===== src/spiPkg.sv =====
/*
 * SPI unit shared types
 * Vector widths used across the master and slave paths
 * and the encoding of the master MOSI hold FSM
 */
`default_nettype none

package spiPkg;

	// --------------------------------------------------
	// Data widths
	// --------------------------------------------------

	// One byte on the master wire
	typedef logic [7:0] byteT;

	// Slave address word or data word
	typedef logic [31:0] wordT;

	// Master SCK divisor
	// Half period is divisor plus one clocks
	typedef logic [7:0] divT;

	// Register index from address bits 3:2
	typedef logic [1:0] regIdxT;

	// --------------------------------------------------
	// Master hold FSM
	// --------------------------------------------------
	typedef enum logic
	{
		holdIdle,
		holdActive
	} holdStateT;

endpackage

`default_nettype wire


===== src/spiClockDivider.sv =====
/*
 * Master SCK divider
 * One-cycle tick every divisor plus one clocks while enabled
 */
`default_nettype none
`timescale 1ns/10ps

module spiClockDivider (
	input  logic        iSCLK,
	input  logic        iSRST,
	input  logic        enable,
	input  spiPkg::divT divisor,
	output logic        divTick
);
	import spiPkg::*;

	// Clocks since the last tick
	divT count;

	always_ff @(posedge iSCLK)
	begin
		if (iSRST || !enable)
		begin
			// Idle divider holds at zero so the first tick is a full period away
			count   <= '0;
			divTick <= 1'b0;
		end
		else if (count == divisor)
		begin
			// Terminal count
			count   <= '0;
			divTick <= 1'b1;
		end
		else
		begin
			count   <= count + 8'd1;
			divTick <= 1'b0;
		end
	end

endmodule

`default_nettype wire


===== src/spiMasterByte.sv =====
/*
 * SPI master byte engine
 * SCK generation, MOSI with hold after the falling edge,
 * MISO capture on the rising edge and the completion pulse
 */
`default_nettype none
`timescale 1ns/10ps

module spiMasterByte #(
	parameter int pHoldCycles = 2
) (
	input  logic         iSCLK,
	input  logic         iSRST,
	input  logic         enable,
	input  logic         divTick,
	input  spiPkg::byteT txByte,
	input  logic         miso,
	output logic         sck,
	output logic         mosi,
	output logic         byteDone,
	output spiPkg::byteT rxByte
);
	import spiPkg::*;

	localparam int lpHoldW = $clog2(pHoldCycles + 2);
	localparam logic [lpHoldW-1:0] lpHoldMax = lpHoldW'(pHoldCycles);

	logic [3:0]         negCount;
	logic               running;
	logic               tickUse;
	logic               riseTick;
	logic               fallTick;
	logic               loadTx;
	logic               shiftNow;
	logic [lpHoldW-1:0] sinceTick;
	logic [lpHoldW-1:0] holdLeft;
	holdStateT          holdState;
	byteT               txShift;

	// Ticks stop counting after the eighth falling edge
	assign running  = enable && (negCount != 4'd8);
	assign tickUse  = divTick && running;
	assign riseTick = tickUse && !sck;
	assign fallTick = tickUse && sck;

	// Reload until the first SCK edge of a byte
	// CSR updates txByte on the same edge as the enable
	assign loadTx = !enable || ((negCount == 4'd0) && !sck && !divTick);

	assign mosi = txShift[7];

	// --------------------------------------------------
	// SCK and falling edge count
	// --------------------------------------------------
	always_ff @(posedge iSCLK)
	begin
		if (iSRST || !enable)
		begin
			sck      <= 1'b0;
			negCount <= 4'd0;
		end
		else if (tickUse)
		begin
			sck <= ~sck;
			if (sck)
			begin
				negCount <= negCount + 4'd1;
			end
		end
	end

	// Clocks since the last tick, saturating at the hold length
	// At a falling edge this equals the room left before the next rising edge
	always_ff @(posedge iSCLK)
	begin
		if (iSRST || !enable || divTick)
		begin
			sinceTick <= '0;
		end
		else if (sinceTick != lpHoldMax)
		begin
			sinceTick <= sinceTick + lpHoldW'(1);
		end
	end

	// --------------------------------------------------
	// MOSI hold FSM
	// --------------------------------------------------

	// Hold is pHoldCycles clocks, shortened on fast divisors
	// so the next bit still settles before the rising edge
	always_ff @(posedge iSCLK)
	begin
		if (iSRST || !enable)
		begin
			holdState <= holdIdle;
			holdLeft  <= '0;
		end
		else
		begin
			case (holdState)
				holdIdle:
				begin
					if (fallTick && (sinceTick != '0))
					begin
						holdState <= holdActive;
						holdLeft  <= sinceTick;
					end
				end
				holdActive:
				begin
					holdLeft <= holdLeft - lpHoldW'(1);
					if (holdLeft == lpHoldW'(1))
					begin
						holdState <= holdIdle;
					end
				end
				default:
				begin
					holdState <= holdIdle;
				end
			endcase
		end
	end

	// Zero room shifts on the falling edge itself
	assign shiftNow = ((holdState == holdIdle) && fallTick && (sinceTick == '0))
		|| ((holdState == holdActive) && (holdLeft == lpHoldW'(1)));

	// MSB first
	always_ff @(posedge iSCLK)
	begin
		if (loadTx)
		begin
			txShift <= txByte;
		end
		else if (shiftNow)
		begin
			txShift <= {txShift[6:0], 1'b1};
		end
	end

	// --------------------------------------------------
	// MISO capture and completion
	// --------------------------------------------------
	always_ff @(posedge iSCLK)
	begin
		if (riseTick)
		begin
			rxByte <= {rxByte[6:0], miso};
		end
	end

	// Eighth falling edge
	always_ff @(posedge iSCLK)
	begin
		if (iSRST)
		begin
			byteDone <= 1'b0;
		end
		else
		begin
			byteDone <= fallTick && (negCount == 4'd7);
		end
	end

endmodule

`default_nettype wire


===== src/spiMasterCsr.sv =====
/*
 * SPI master control registers
 * Holds the run enable with the byte and divisor of the current transfer
 */
`default_nettype none
`timescale 1ns/10ps

module spiMasterCsr (
	input  logic         iSCLK,
	input  logic         iSRST,
	input  logic         startStrobe,
	input  spiPkg::byteT txByteIn,
	input  spiPkg::divT  divisorIn,
	input  logic         byteDone,
	output logic         masterEnable,
	output spiPkg::byteT txByte,
	output spiPkg::divT  divisor
);

	// Start only counts when no byte is in flight
	logic startAccept;

	assign startAccept = startStrobe && !masterEnable;

	// --------------------------------------------------
	// Run enable
	// --------------------------------------------------
	always_ff @(posedge iSCLK)
	begin
		if (iSRST)
		begin
			masterEnable <= 1'b0;
		end
		else if (byteDone)
		begin
			// Completion pulse drops the enable
			// Engine and divider return to idle on the next clock
			masterEnable <= 1'b0;
		end
		else if (startAccept)
		begin
			masterEnable <= 1'b1;
		end
	end

	// --------------------------------------------------
	// Transfer parameters
	// --------------------------------------------------

	// Captured with the enable so both change on the same edge
	// Stay stable for the whole byte
	always_ff @(posedge iSCLK)
	begin
		if (startAccept && !byteDone)
		begin
			txByte  <= txByteIn;
			divisor <= divisorIn;
		end
	end

endmodule

`default_nettype wire


===== src/spiRegBank.sv =====
/*
 * Slave register bank
 * Written by slave write frames, read combinationally by address
 */
`default_nettype none
`timescale 1ns/10ps

module spiRegBank #(
	parameter int pRegCount = 4
) (
	input  logic         iSCLK,
	input  logic         iSRST,
	input  logic         writeStrobe,
	input  spiPkg::wordT regAddr,
	input  spiPkg::wordT writeData,
	output spiPkg::wordT readData
);
	import spiPkg::*;

	wordT   regs [pRegCount];
	regIdxT regIdx;
	logic   idxValid;

	// Word addressed, bits 1:0 ignored
	assign regIdx = regAddr[3:2];

	// Indexes past the bank read as zero and drop writes
	assign idxValid = int'(regIdx) < pRegCount;

	// --------------------------------------------------
	// Write port
	// --------------------------------------------------
	always_ff @(posedge iSCLK)
	begin
		if (iSRST)
		begin
			for (int i = 0; i < pRegCount; i++)
			begin
				regs[i] <= '0;
			end
		end
		else if (writeStrobe && idxValid)
		begin
			regs[regIdx] <= writeData;
		end
	end

	// --------------------------------------------------
	// Read port
	// --------------------------------------------------

	// Follows regAddr directly so MISO reload sees it one clock after the latch
	assign readData = idxValid ? regs[regIdx] : '0;

endmodule

`default_nettype wire


===== src/spiSlaveFrame.sv =====
/*
 * SPI slave frame engine and direction synchronizer
 * Receives 32-bit address then 32-bit data and shifts the
 * addressed register out on MISO during the data word
 */
`default_nettype none
`timescale 1ns/10ps

module spiSlaveFrame (
	input  logic         iSCLK,
	input  logic         iSRST,
	input  logic         spiDir,
	input  logic         slaveSck,
	input  logic         slaveMosi,
	input  logic         slaveCs,
	input  spiPkg::wordT readData,
	output logic         slaveMiso,
	output logic         spiDirOut,
	output logic         nSpiDirOut,
	output logic         writeStrobe,
	output spiPkg::wordT regAddr,
	output spiPkg::wordT writeData
);
	import spiPkg::*;

	logic [2:0] dirSync;
	logic       slaveMode;
	logic [2:0] sckSync;
	logic [2:0] csSync;
	logic [1:0] mosiSync;
	logic       csHigh;
	logic       riseSck;
	logic       fallSck;
	logic       wordEnd;
	logic [4:0] negCount;
	logic       dataPhase;
	logic [6:0] markDly;
	wordT       rxShift;
	wordT       misoShift;

	// --------------------------------------------------
	// Direction
	// --------------------------------------------------

	// High is FPGA slave, low is FPGA master
	always_ff @(posedge iSCLK)
	begin
		if (iSRST)
		begin
			dirSync    <= 3'b111;
			nSpiDirOut <= 1'b0;
		end
		else
		begin
			dirSync    <= {dirSync[1:0], spiDir};
			nSpiDirOut <= ~dirSync[1];
		end
	end

	assign slaveMode = dirSync[2];
	assign spiDirOut = dirSync[2];

	// --------------------------------------------------
	// Pin synchronizers
	// --------------------------------------------------

	// Master mode parks the pins as an idle deselected bus
	// MOSI runs one stage short to line up with the SCK edge detect
	always_ff @(posedge iSCLK)
	begin
		if (iSRST || !slaveMode)
		begin
			sckSync  <= 3'b000;
			csSync   <= 3'b111;
			mosiSync <= 2'b00;
		end
		else
		begin
			sckSync  <= {sckSync[1:0], slaveSck};
			csSync   <= {csSync[1:0], slaveCs};
			mosiSync <= {mosiSync[0], slaveMosi};
		end
	end

	assign csHigh  = csSync[2];
	assign riseSck = !csHigh && (sckSync[2:1] == 2'b01);
	assign fallSck = !csHigh && (sckSync[2:1] == 2'b10);
	// 32nd falling edge of either word
	assign wordEnd = fallSck && (negCount == 5'd31);

	// --------------------------------------------------
	// Frame state
	// --------------------------------------------------
	always_ff @(posedge iSCLK)
	begin
		if (iSRST || csHigh)
		begin
			negCount  <= 5'd0;
			dataPhase <= 1'b0;
			markDly   <= 7'd0;
			regAddr   <= '0;
		end
		else
		begin
			if (fallSck)
			begin
				negCount <= negCount + 5'd1;
			end
			// Address word complete
			if (wordEnd && !dataPhase)
			begin
				dataPhase <= 1'b1;
				regAddr   <= rxShift;
			end
			// Gives readData time to settle before MISO shifts
			markDly <= {markDly[5:0], dataPhase};
		end
	end

	// Receive shift, MSB first
	always_ff @(posedge iSCLK)
	begin
		if (riseSck)
		begin
			rxShift <= {rxShift[30:0], mosiSync[1]};
		end
	end

	// Data word still sits in rxShift when the strobe fires
	assign writeData = rxShift;

	// Write on the 64th falling edge with address bit 30
	always_ff @(posedge iSCLK)
	begin
		if (iSRST)
		begin
			writeStrobe <= 1'b0;
		end
		else
		begin
			writeStrobe <= wordEnd && dataPhase && regAddr[30];
		end
	end

	// --------------------------------------------------
	// MISO
	// --------------------------------------------------

	// Reload until the delayed marker then shift on falling edges
	always_ff @(posedge iSCLK)
	begin
		if (!markDly[6])
		begin
			misoShift <= readData;
		end
		else if (fallSck)
		begin
			misoShift <= {misoShift[30:0], 1'b1};
		end
	end

	assign slaveMiso = misoShift[31];

endmodule

`default_nettype wire


===== src/spiUnit.sv =====
/*
 * SPI unit top level
 * Byte master and 64-bit frame slave with shared direction control
 */
`default_nettype none
`timescale 1ns/10ps

module spiUnit #(
	parameter int pHoldCycles = 2,
	parameter int pRegCount   = 4
) (
	input  logic         iSCLK,
	input  logic         iSRST,
	input  logic         spiDir,
	input  logic         slaveSck,
	input  logic         slaveMosi,
	input  logic         slaveCs,
	input  logic         masterMiso,
	input  logic         startStrobe,
	input  spiPkg::byteT txByteIn,
	input  spiPkg::divT  divisorIn,
	input  logic         masterCsLevel,
	output logic         slaveMiso,
	output logic         masterSck,
	output logic         masterMosi,
	output logic         masterCs,
	output logic         spiDirOut,
	output logic         nSpiDirOut,
	output logic         byteDone,
	output spiPkg::byteT rxByte,
	output logic         writeStrobe
);
	import spiPkg::*;

	// Master side
	logic masterEnable;
	byteT txByte;
	divT  divisor;
	logic divTick;

	// Slave side
	wordT regAddr;
	wordT writeData;
	wordT readData;

	// Chip select is driven by the host controller
	assign masterCs = masterCsLevel;

	// --------------------------------------------------
	// Master path
	// --------------------------------------------------
	spiMasterCsr i_spiMasterCsr (
		.iSCLK        (iSCLK),
		.iSRST        (iSRST),
		.startStrobe  (startStrobe),
		.txByteIn     (txByteIn),
		.divisorIn    (divisorIn),
		.byteDone     (byteDone),
		.masterEnable (masterEnable),
		.txByte       (txByte),
		.divisor      (divisor)
	);

	spiClockDivider i_spiClockDivider (
		.iSCLK   (iSCLK),
		.iSRST   (iSRST),
		.enable  (masterEnable),
		.divisor (divisor),
		.divTick (divTick)
	);

	spiMasterByte #(
		.pHoldCycles (pHoldCycles)
	) i_spiMasterByte (
		.iSCLK    (iSCLK),
		.iSRST    (iSRST),
		.enable   (masterEnable),
		.divTick  (divTick),
		.txByte   (txByte),
		.miso     (masterMiso),
		.sck      (masterSck),
		.mosi     (masterMosi),
		.byteDone (byteDone),
		.rxByte   (rxByte)
	);

	// --------------------------------------------------
	// Slave path
	// --------------------------------------------------
	spiSlaveFrame i_spiSlaveFrame (
		.iSCLK       (iSCLK),
		.iSRST       (iSRST),
		.spiDir      (spiDir),
		.slaveSck    (slaveSck),
		.slaveMosi   (slaveMosi),
		.slaveCs     (slaveCs),
		.readData    (readData),
		.slaveMiso   (slaveMiso),
		.spiDirOut   (spiDirOut),
		.nSpiDirOut  (nSpiDirOut),
		.writeStrobe (writeStrobe),
		.regAddr     (regAddr),
		.writeData   (writeData)
	);

	spiRegBank #(
		.pRegCount (pRegCount)
	) i_spiRegBank (
		.iSCLK       (iSCLK),
		.iSRST       (iSRST),
		.writeStrobe (writeStrobe),
		.regAddr     (regAddr),
		.writeData   (writeData),
		.readData    (readData)
	);

endmodule

`default_nettype wire


===== config.mk =====
export PLATFORM = sky130hd
export DESIGN_NAME = spiUnit
export DESIGN_NICKNAME = d
export VERILOG_FILES = /design/src/spiPkg.sv /design/src/spiClockDivider.sv /design/src/spiMasterByte.sv /design/src/spiMasterCsr.sv /design/src/spiRegBank.sv /design/src/spiSlaveFrame.sv /design/src/spiUnit.sv
export SDC_FILE = /design/constraint.sdc
export NUM_CORES = 1
export LEC_CHECK = 0
export ABC_AREA = 0
export BUFFER_PORTS_ARGS = -buffer_cell sky130_fd_sc_hd__buf_2
export CAP_MARGIN = 20
export CORE_ASPECT_RATIO = 0.75
export CORE_UTILIZATION = 55
export CTS_CLUSTER_SIZE = 40
export DETAILED_ROUTE_END_ITERATION = 7
export PLACE_DENSITY = 0.84
export SLEW_MARGIN = 20
export SYNTH_ARGS = -nofsm -noshare
export SYNTH_HDL_FRONTEND = slang
export SYNTH_HIERARCHICAL = 1
export SYNTH_SLANG_ARGS = --single-unit

===== constraint.sdc =====
create_clock -name iSCLK -period 3.51 [get_ports iSCLK]
set_input_delay 0.5265 -clock iSCLK [delete_from_list [all_inputs] [get_ports iSCLK]]
set_output_delay 0.5265 -clock iSCLK [all_outputs]
set_load 0.1 [all_outputs]

; ---- After elaboration in Yosys (flattened, before gate mapping)
; Memories as Yosys holds them, arrays and structs flattened. A register that Yosys moved wholly into a read port is not among the register bits.
; Cells that the tools add are included.
; Widths: inputs -> output; s select.
[word_totals]
ff_bits = 174
latch_bits = 0
ramBits = 128
rom_bits = 0
in_bits = 25
out_inout_bits = 16
word_cells = 104
n_memories = 1
[classes]
n_addsub = 5
multipliers = 0
div = 0
order_cmp = 0
n_eq_ne = 10
shift = 0
muxes = 20
bitwise_logic = 3
n_reduce_logical = 40
[mem_list]
columns = memory, words, word_bits, read_ports, rd_clocked_by_memory_dff, wr, line_no
row1 = i_spiRegBank.regs, 4, 32, 1, 1, 4, spiRegBank.sv:20  ; wordT regs [pRegCount];
[ops]
columns = operator, count
row1 = $mux 32, 3
row2 = $reduce_or 32->1, 1
row3 = $logic_and 1x1->1, 19
row4 = $mux 8, 2
row5 = $mux 1, 9
row6 = $add 8x1->8 const B, 1
row7 = $eq 8x8->1, 1
row8 = $mux 2, 4
row9 = $logic_not 1->1, 7
row10 = $logic_or 1x1->1, 6
row11 = $add 5x1->5 const B, 1
row12 = $eq 5x5->1 const B, 1
row13 = $add 4x1->4 const B, 1
row14 = $eq 2x1->1 const B, 2
row15 = $eq 4x3->1 const B, 1
row16 = $logic_not 4->1, 1
row17 = $ne 2x1->1 const B, 2
row18 = $ne 4x4->1 const B, 1
row19 = $pmux 2 s2, 1
row20 = $reduce_bool 2->1, 2
row21 = $reduce_or 2->1, 2
row22 = $not 1->1, 3
row23 = $add 2x1->2 const B, 1
row24 = $eq 2x2->1 const B, 1
row25 = 5 further kinds, 5

; ---- Longest topological paths before layout
; Gate-level depths: netlist (run 1).
[logic_depth]
ltp_word = 9
mapped_depth = 8
ltp_nobuf = 6

; ---- By module
; Netlist (run 1), hierarchy kept.
[by_module_without_submodules]
columns = module, instances, cells_each, area_each_um2, seq_area_each_um2
row1 = spiRegBank, 1, 355, 5539.1, 3843.7
row2 = spiSlaveFrame, 1, 327, 4494.3, 3083.0
row3 = spiMasterByte, 1, 95, 1188.6, 700.7
row4 = spiMasterCsr, 1, 20, 516.7, 500.5
row5 = spiClockDivider, 1, 48, 508.0, 180.2
row6 = spiUnit, 1, 1, 7.5, 0.0

; ---- Least setup slack after synthesis (run 1)
; Ideal clock, no wire load.
[synth_timing]
kind = reg-to-reg
from = register i_spiSlaveFrame.csSync[2]
to = register i_spiSlaveFrame.rxShift[0] (netlist: i_spiSlaveFrame/writeData[0]), enable pin
setup_ps = 468
arrival_ps = 3076
required_ps = 3042
path_slack_ps = -34
stages_incl_launch_ff = 4
path_buffers = 2
synth_period_minus_slack_ps = 3544
path_cell_list = dfxtp_1 -> buf_2 -> clkbuf_1 -> nor3b_1
[synth_via]
elab_chain_cells = 2
[synth_rtl]
columns = item, line_no
row1 = from (decl), spiSlaveFrame.sv:29  ; logic [2:0] csSync;
row2 = from (signal assigned), spiSlaveFrame.sv:80  ; csSync <= {csSync[1:0], slaveCs};
row3 = $logic_not 1->1, spiSlaveFrame.sv:86  ; assign riseSck = !csHigh && (sckSync[2:1] == 2'b01);
row4 = $logic_and 1x1->1, spiSlaveFrame.sv:86
row5 = net i_spiSlaveFrame.riseSck, spiSlaveFrame.sv:32  ; logic riseSck;
row6 = to (signal assigned), spiSlaveFrame.sv:125  ; rxShift <= {rxShift[30:0], mosiSync[1]};
row7 = to (decl), spiSlaveFrame.sv:38  ; wordT rxShift;
; The timed path passes the listed nets, and every way through them passes these cells.
; A chain may end at the register's enable or synchronous reset.

==> results of run 1 <==
==> worst max-delay path by stage <==
stage / from / endpoint / depth (start not counted)
detailed placement: i_spiSlaveFrame/regAddr[2] / i_spiSlaveFrame/misoShift[7] / 3
finish: i_spiSlaveFrame/regAddr[2] / i_spiSlaveFrame/misoShift[7] / 3
global placement: i_spiSlaveFrame/regAddr[2] / i_spiSlaveFrame/misoShift[28] / 3
CTS: i_spiSlaveFrame/regAddr[2] / i_spiSlaveFrame/misoShift[7] / 3
floorplan: i_spiSlaveFrame/writeStrobe / i_spiRegBank/regs[0][0] / 4
global route: i_spiSlaveFrame/regAddr[2] / i_spiSlaveFrame/misoShift[2] / 3
==> critical path, delay by kind of cell, from the launching register on <==
kind | cells | cell delay (ns)
multiplexers | 2 | 0.86
flip-flops | 1 | 0.88
buffers and inverters | 1 | 0.42
==> metrics by stage <==
step / area, um2 / hold WS (ns)
after floorplan: 11100 / 0.3855
after global placement: 11420 / 0.3874
after detailed placement: 11420 / 0.3897
after CTS: 12170 / 0.1624
after global routing: 12170 / 0.1585
final: 12170 / 0.1784
==> cell usage in the layout, fill, tap and decap left out, types with 3 or more instances in the layout <==
master and count:
a211oi_1 6, a21oi_1 8, a221oi_1 3, a31o_2 3, and2_1 11, and3_1 3, buf_2 38, buf_4 17
clkbuf_1 7, clkbuf_16 26, clkinv_1 5, clkinv_2 3, dfxtp_1 49, edfxtp_1 224, ha_1 8, inv_1 42
mux2_2 38, mux2i_1 3, mux4_2 32, nand2_1 7, nand2b_1 11, nand3_1 7, nand3b_1 35, nand4_1 5
nor2_1 103, nor3_1 4, o21ai_0 9, o21bai_2 3, or2_2 5, or3_1 6, xor2_1 11
==> where the power goes <==
| part | switching, mW | internal, mW |
|---|---|---|
| clock network | 1.12 | 1.40 |
| registers | 0.0433 | 3.62 |
| logic | 0.0974 | 0.0766 |
==> per-layer routing <==
| metal | vias up | part of all wire, % |
|---|---|---|
| met4 | 0 | 2.0 |
| met2 | 188 | 48 |
| li1 | 2675 | - |
| met1 | 2949 | 44 |
| met5 | - | 0 |
| met3 | 36 | 5.9 |
==> state kept, by name, summed over array words and instances (netlist names), 7 cells and up <==
register	cells
i_spiSlaveFrame/writeData	32
i_spiRegBank/regs	128
i_spiMasterByte/rxByte	8
i_spiSlaveFrame/markDly	7
i_spiMasterCsr/divisor	8
i_spiClockDivider/count	8
i_spiMasterCsr/txByte	8
i_spiSlaveFrame/misoShift	32
i_spiMasterByte/txShift	8
==> cell type report <==
| class | count | share of cell area [%] |
|---|---|---|
| repair buffers | 55 | 2.611 |
| clock inverters | 9 | 0.3495 |
| clock buffers | 36 | 5.829 |
| well taps | 253 | 2.601 |
| multi-input cells | 351 | 23.81 |
| flip-flops and latches | 274 | 63.50 |
| inverters | 42 | 1.295 |
==> metrics, run 1 <==
drt drc=0; setup bufs post-CTS=0; status=finished clean; Worst-path clk slew=0.06 ns; initial antenna violation count=0; GR peak layer=met2; fraction of layout cells with a size suffix above 1=23.99%; nets=782; Worst R2R Path Depth=3; syn avg cell area=15.35 um2; fin worst setup slack=1.119 ns; met3 Usage GRT=2.912%; RSZ-0062 raised after global routing=no; CTS sink cnt=274; GR Overflow Total=0; Fin Setup TNS=0 ns; vias=5848; first-pass detailed-route iteration total=4; per-cell routed wire length=19.78 um; global-route wire length before repair=32870 um; M2 GR Usage=33.88%; CP Capture Type=flip-flop; Root Buffer=clkbuf_16; Vias/cell=5.733; syn nets=756; hold_buf cts=0; CP Launch Type=flip-flop; DPL Wire Length=12060 um; Initial DRC Count=474; Boundary Pins=41; I/O Buffers=38; max incr delay on CP=0.88 ns; Initial Utilization=56.78%; Register Area=0.007729 mm2; placer congestion estimate=0.7716; crit share post-route=68.13%; Worst Hold End=i_spiMasterCsr/divisor[6]; final hold vios=0; n_diodes=0; chip height=125.0 um; Final Slew Violations=0; Slowest-stage cell, CP=dfxtp_2; skew final=0.02020 ns; fin cells=1020; Routed Antenna Nets=0; max-cap check violation count=0; worst hold path class=in -> reg; worst path arrival time=2.67 ns; Die X-Extent=166.0 um; Final Util=62.27%; Area Growth Syn to Fin=9.674%; Least-Margin Pin Slew=1.042 ns; Gate Count Post-Synth=723; synth warn=6; Mapped Area=0.01110 mm2; Post-Route WL=20170 um; dpl ws=1.082 ns; H-Tree Depth=1; kind of critical path=reg -> reg; VDD IR max=0.4007 mV; Multi-input gate area=0.002898 mm2; core area=0.01954 mm2; crit path cell chain=buf_4 -> mux4_2 -> mux2_2; Placed Instances=975; Die ar.=0.02075 mm2; crit path max fanout=25; P_leak=4.346 nW; # rows=44; Critical Path RT=3.79 ns; slew margin rel.=30.57%; Total GRT Usage=20.36%; Tot Pwr=6.364 mW; CTS Buf Count=25; hold_sp=divisorIn[6]; CTS tree=done; Max Freq=0.4182 GHz; min cycle time layout=2.391 ns; R2R Path End=i_spiSlaveFrame/misoShift[7]; cts repair resizes=0; PD cells=522.9 mW/mm2; Hold Path Stages=1; M1 GR Usage=28.57%; clock latency on the worst-skew pair=0.53 ns; vias in the first global route=6205; Max clock buf depth=3; worst r2r src=i_spiSlaveFrame/regAddr[2]; endpoints failing setup=0; fillers=1373; largest net degree at the start of global routing=37; Reg2Reg Setup Slack=1.12 ns
Power figures use the tool's default switching activity.
==> run 2: changes to the inputs <==
--- a/config.mk
+++ b/config.mk
@@ -5,7 +5,7 @@
 export SDC_FILE = /design/constraint.sdc
 export NUM_CORES = 1
 export LEC_CHECK = 0
-export ABC_AREA = 0
+export ABC_AREA = 1
 export BUFFER_PORTS_ARGS = -buffer_cell sky130_fd_sc_hd__buf_2
 export CAP_MARGIN = 20
 export CORE_ASPECT_RATIO = 0.75
==> constraint.sdc (replaced) <==
create_clock -name iSCLK -period 2 [get_ports iSCLK]
set_input_delay 0.3 -clock iSCLK [delete_from_list [all_inputs] [get_ports iSCLK]]
set_output_delay 0.3 -clock iSCLK [all_outputs]
set_load 0.1 [all_outputs]
==> metrics, run 2 <==
Final Slew Violations=0 (unchanged); fin cells=1555 (+52%); CTS tree=done; Worst R2R Path Depth=7 (+4); worst r2r src=i_spiMasterByte/negCount[0]; largest net degree at the start of global routing=65 (+76%); hold_ws=0.08925 ns (-0.08915 ns); R2R Path End=i_spiMasterByte/txShift[3]; vias in the first global route=7972 (+28%); n_diodes=0 (unchanged); max FFs per register=128 (unchanged); first-pass detailed-route iteration total=5 (+1); crit path cell chain=inv_1 -> ha_1 -> nand3_2 -> nand2_2 -> nor2_4 -> nand3_1 -> nand3_1; Reg2Reg Setup Slack=0.25 ns (-0.87 ns); worst hold path class=in -> reg; global-route wire length before repair=39040 um (+19%); Biggest register=i_spiRegBank/regs; cts repair resizes=0 (unchanged); I/O Buffers=38 (unchanged); Routed Antenna Nets=0 (unchanged); placer congestion estimate=0.7975 (+3.4%); Max Freq=0.5699 GHz (+36%); per-cell routed wire length=15.41 um (-22%); Worst Hold End=i_spiMasterCsr/masterEnable; syn nets=1228 (+62%); Root Buffer=clkbuf_16; worst path arrival time=1.96 ns (-0.71 ns); # rows=45 (+2.3%); Multi-input gate area=0.002952 mm2 (+1.9%); Critical Path RT=2.21 ns (-1.58 ns); slew margin rel.=55.85% (+25 points); commonest non-fill, non-tap cell in the layout=nand2_1; Hold Path Stages=3 (+2); Placed Instances=1486 (+52%); fillers=1472 (+7.2%); Least-Margin Pin Slew=0.6613 ns (-0.3802 ns); Slowest-stage cell, CP=dfxtp_1; nets=1286 (+64%); PD cells=888.7 mW/mm2 (+70%); CP dominant cell by count=nand3_1; Area Growth Syn to Fin=14.49%; H-Tree Depth=1 (unchanged); Initial DRC Count=869 (+83%); CTS Buf Count=26 (+4.0%); Die ar.=0.02191 mm2 (+5.6%); CP Launch Type=flip-flop; crit path max fanout=8 (-68%); RSZ-0062 raised after global routing=no; fraction of layout cells with a size suffix above 1=12.18% (-12 points); min cycle time layout=1.755 ns (-0.6366 ns); status=finished clean; drt drc=0 (unchanged); Buffers & Inverters on Critical Path=1 (unchanged); Fin Setup TNS=0 ns (unchanged); Worst-path clk slew=0.06 ns (about the same); CP Capture Type=flip-flop; crit share post-route=87.73% (+20 points); Total GRT Usage=22.82% (+2.5 points); CTS sink cnt=274 (unchanged); synth warn=6 (unchanged); hold_sp=startStrobe; Max clock buf depth=3 (unchanged); Tot Pwr=11.93 mW (+87%); endpoints failing setup=0 (unchanged); max incr delay on CP=0.39 ns (-0.49 ns); initial antenna violation count=0 (unchanged); Register Area=0.007731 mm2 (about the same); final hold vios=0 (unchanged); vias=7929 (+36%); kind of critical path=reg -> reg; DPL Wire Length=13250 um (+9.8%); max-cap check violation count=0 (unchanged); Initial Utilization=57.04% (+0.26 points); clock latency on the worst-skew pair=0.54 ns (about the same); Post-Route WL=23960 um (+19%); chip height=128.4 um (+2.7%); syn avg cell area=9.810 um2 (-36%); core area=0.02055 mm2 (+5.2%); cell family with the largest share of critical-path delay=simple AND/OR/NAND/NOR gates; Die X-Extent=170.6 um (+2.7%); Vias/cell=5.099 (-11%); P_leak=5.842 nW (+34%); leading cell types in the layout, fill and taps excluded=nand2_1 (325), edfxtp_1 (224), inv_1 (210); Boundary Pins=41 (unchanged); GR Overflow Total=0 (unchanged); Mapped Area=0.01172 mm2 (+5.6%); VDD IR max=0.7259 mV (+81%); Gate Count Post-Synth=1195 (+65%); skew final=0.02568 ns (+0.005482 ns)
run 2: worst register-to-register path, stage by stage (launching register included):
cell and delay [ns]:
dfxtp_1 0.39, inv_1 0.06, ha_1 0.23, nand3_2 0.10, nand2_2 0.08, nor2_4 0.17, nand3_1 0.10, nand3_1 0.31
run 2: what timing repair did:
item	4_1_cts	5_1_grt
buffers inserted	0	0
hold buffers	21	0
hold endpoints to repair	21	0
run 2: layer usage:
metal,track usage [%],routed length (um),vias up
met3,3.476,1792,36
li1,-,-,3846
met4,6.730,376,0
met2,39.16,11740,314
met1,30.25,10050,3733
met5,0,0,-
run 2: area by class of cell:
class	count	area share (%)
clock buffer	34	5.528
clock inverter	14	1.203
inverter	219	6.143
multi-input combinational	652	21.99
sequential	274	57.60
tap	282	2.629
timing repair buffer	80	4.904
run 2: power breakdown:
part | switching [mW] | leakage [nW] | total (mW) | internal [mW]
sequential | 0.0714 | 2.56 | 6.42 | 6.35
clock | 2.09 | 0.446 | 5.10 | 3.01
combinational | 0.256 | 2.84 | 0.406 | 0.151
total | 2.41 | 5.84 | 11.9 | 9.51
run 2: how the worst max path moves through the flow:
stage                                     start                         end  slack (ns)  cells after the start
global route        i_spiMasterByte/negCount[0]  i_spiMasterByte/txShift[2]        0.12                      7
CTS                 i_spiMasterByte/negCount[0]  i_spiMasterByte/txShift[2]        0.25                      7
global placement    i_spiMasterByte/negCount[0]  i_spiMasterByte/txShift[7]        0.30                      7
finish              i_spiMasterByte/negCount[0]  i_spiMasterByte/txShift[3]        0.25                      7
detailed placement  i_spiMasterByte/negCount[0]  i_spiMasterByte/txShift[4]        0.22                      7
floorplan            i_spiSlaveFrame/regAddr[3]     i_spiRegBank/regs[3][0]        0.05                      4
run 2: per-stage QoR:
step           util, %  setup slack [ns]  instance area (um2)
6_report         65.31            0.2454                13420
5_1_grt          65.31            0.1238                13420
4_1_cts          65.31            0.2534                13420
3_5_place_dp     59.89            0.2225                12310
3_3_place_gp     59.89            0.3028                12310
2_1_floorplan        -           0.04625                11760
==> run 3: changes to the inputs <==
--- a/config.mk
+++ b/config.mk
@@ -13,6 +13,7 @@
 export CTS_CLUSTER_SIZE = 40
 export DETAILED_ROUTE_END_ITERATION = 7
 export PLACE_DENSITY = 0.84
+export RECOVER_POWER = 25
 export SLEW_MARGIN = 20
 export SYNTH_ARGS = -nofsm -noshare
 export SYNTH_HDL_FRONTEND = slang
==> metrics, run 3 (synthesis results as in run 2) <==
status=finished clean; global-route wire length before repair=39040 um (unchanged); min cycle time layout=1.835 ns (+0.08086 ns); Max Freq=0.5448 GHz (-4.4%); Biggest register=i_spiRegBank/regs; I/O Buffers=38 (unchanged); leading cell types in the layout, fill and taps excluded=nand2_1 (325), edfxtp_1 (224), inv_1 (210); endpoints failing setup=0 (unchanged); crit share post-route=91.77% (+4.0 points); Vias/cell=5.102 (about the same); clock latency on the worst-skew pair=0.54 ns (about the same); chip height=128.4 um (unchanged); crit path max fanout=64 (+56); Die X-Extent=170.6 um (unchanged); core area=0.02055 mm2 (unchanged); Fin Setup TNS=0 ns (unchanged); Flop pwr share=53.9% (about the same); fin cells=1555 (unchanged); CTS Buf Count=26 (unchanged); Initial Utilization=57.04% (unchanged); largest net degree at the start of global routing=65 (unchanged); Routed Antenna Nets=0 (unchanged); skew final=0.02727 ns (+0.001590 ns); GR Overflow Total=0 (unchanged); Worst-path clk slew=0.07 ns (about the same); clock power share=42.7% (about the same); RSZ-0062 raised after global routing=no; CP Launch Type=flip-flop; Root Buffer=clkbuf_16; vias in the first global route=7972 (unchanged); Total GRT Usage=22.82% (unchanged); Psw=2.409 mW (-0.17%); Placed Instances=1486 (unchanged); Boundary Pins=41 (unchanged); Final Slew Violations=0 (unchanged); worst hold path class=in -> reg; drt drc=0 (unchanged); CP Capture Type=flip-flop; worst r2r src=i_spiSlaveFrame/writeStrobe; # rows=45 (unchanged); vias=7933 (+0.050%); hold_sp=startStrobe; VDD IR max=0.7254 mV (about the same); kind of critical path=reg -> reg; Initial DRC Count=839 (-3.5%); CTS sink cnt=274 (unchanged); commonest non-fill, non-tap cell in the layout=nand2_1; CTS tree=done; Comb pwr share=3.4% (about the same); Die ar.=0.02191 mm2 (unchanged); max FFs per register=128 (unchanged); Post-Route WL=23990 um (+0.13%); Critical Path RT=2.22 ns (about the same); Least-Margin Pin Slew=1.283 ns (+0.6215 ns); Area Growth Syn to Fin=14.30%; cts repair resizes=0 (unchanged); n_diodes=0 (unchanged); worst path arrival time=2.05 ns (+0.09 ns); per-cell routed wire length=15.43 um (+0.13%); P_leak=5.826 nW (-0.28%); H-Tree Depth=1 (unchanged); PD cells=889.8 mW/mm2 (+0.13%); Max clock buf depth=3 (unchanged); DPL Wire Length=13250 um (unchanged); crit path cell chain=nand2_2 -> buf_2 -> nor3_1; Slowest-stage cell, CP=buf_2; max-cap check violation count=0 (unchanged); worst setup path startpoint=i_spiSlaveFrame/writeStrobe; placer congestion estimate=0.7975 (unchanged); Internal Power=9.514 mW (about the same); fraction of layout cells with a size suffix above 1=12.02% (-0.16 points); initial antenna violation count=0 (unchanged); slew margin rel.=14.48% (-41 points); first-pass detailed-route iteration total=5 (unchanged); max incr delay on CP=0.96 ns (+0.57 ns); nets=1286 (unchanged); Net Sw Frac=20.20% (-0.026 points); final hold vios=0 (unchanged)
## run 3: changes by cell type in the layout (fill, tap and decap cells not counted), sizes merged
cell | previous run | this run
clkbuf | 34 | 36
buf | 59 | 57
## run 3: final timing paths
| path | to | slack [ns] | cells past startpoint |
|---|---|---|---|
| min | i_spiMasterCsr/masterEnable | 0.09 | 3 |
| max | i_spiRegBank/regs[2][1] | 0.16 | 3 |
| min reg2reg | i_spiSlaveFrame/nSpiDirOut | 0.39 | 1 |
| max reg2reg | i_spiRegBank/regs[2][1] | 0.16 | 3 |
## run 3: through the flow
stage          instance area [um2]  worst slack [ns]  hold slack, ns  power, mW  utilization (%)
6_report                     13400            0.1645         0.08736      11.92            65.20
5_1_grt                      13400           0.06209         0.08705      12.27            65.20
4_1_cts                      13420            0.2534         0.07607      11.97            65.31
3_5_place_dp                 12310            0.2225          0.3855      6.915            59.89
3_3_place_gp                 12310            0.3028          0.3802      6.884            59.89
2_1_floorplan                11760           0.04625          0.3697      6.783                -
## run 3: metal layers
| layer | vias up | wire, um | global-route usage [%] |
|---|---|---|---|
| met3 | 42 | 1877 | 3.476 |
| met1 | 3722 | 9985 | 30.25 |
| met2 | 320 | 11740 | 39.16 |
| li1 | 3849 | - | - |
| met4 | 0 | 393 | 6.730 |
| met5 | - | 0 | 0 |
## run 3: area by class of cell
cell class | count | area (um2)
fillers | 1478 | 7152
clock buffers | 34 | 742.0
multi-input cells | 652 | 2952
inverters | 219 | 824.5
repair buffers | 80 | 635.6
clock inverters | 14 | 161.4
flip-flops and latches | 274 | 7731
well taps | 282 | 352.8
## run 3: timing repair
item	CTS	global route
setup buffers	0	0
hold buffers	21	0
setup endpoints to repair	0	0
endpoints found under the hold margin	21	0
## run 3: worst max-delay path: cells and delay by family, from the launching register on
kind / cells / cell delay, ns
buffers and inverters: 1 / 0.96
flip-flops: 1 / 0.34
AND/OR/NAND/NOR: 2 / 0.22
## run 3: power groups by stage
stage | logic (mW) | registers (mW) | clock network, mW
2_1_floorplan | 0.237 | 6.55 | 0
3_3_place_gp | 0.351 | 6.53 | 0
3_5_place_dp | 0.371 | 6.54 | 0
4_1_cts | 0.407 | 6.42 | 5.14
5_1_grt | 0.457 | 6.44 | 5.37
6_report | 0.405 | 6.42 | 5.09
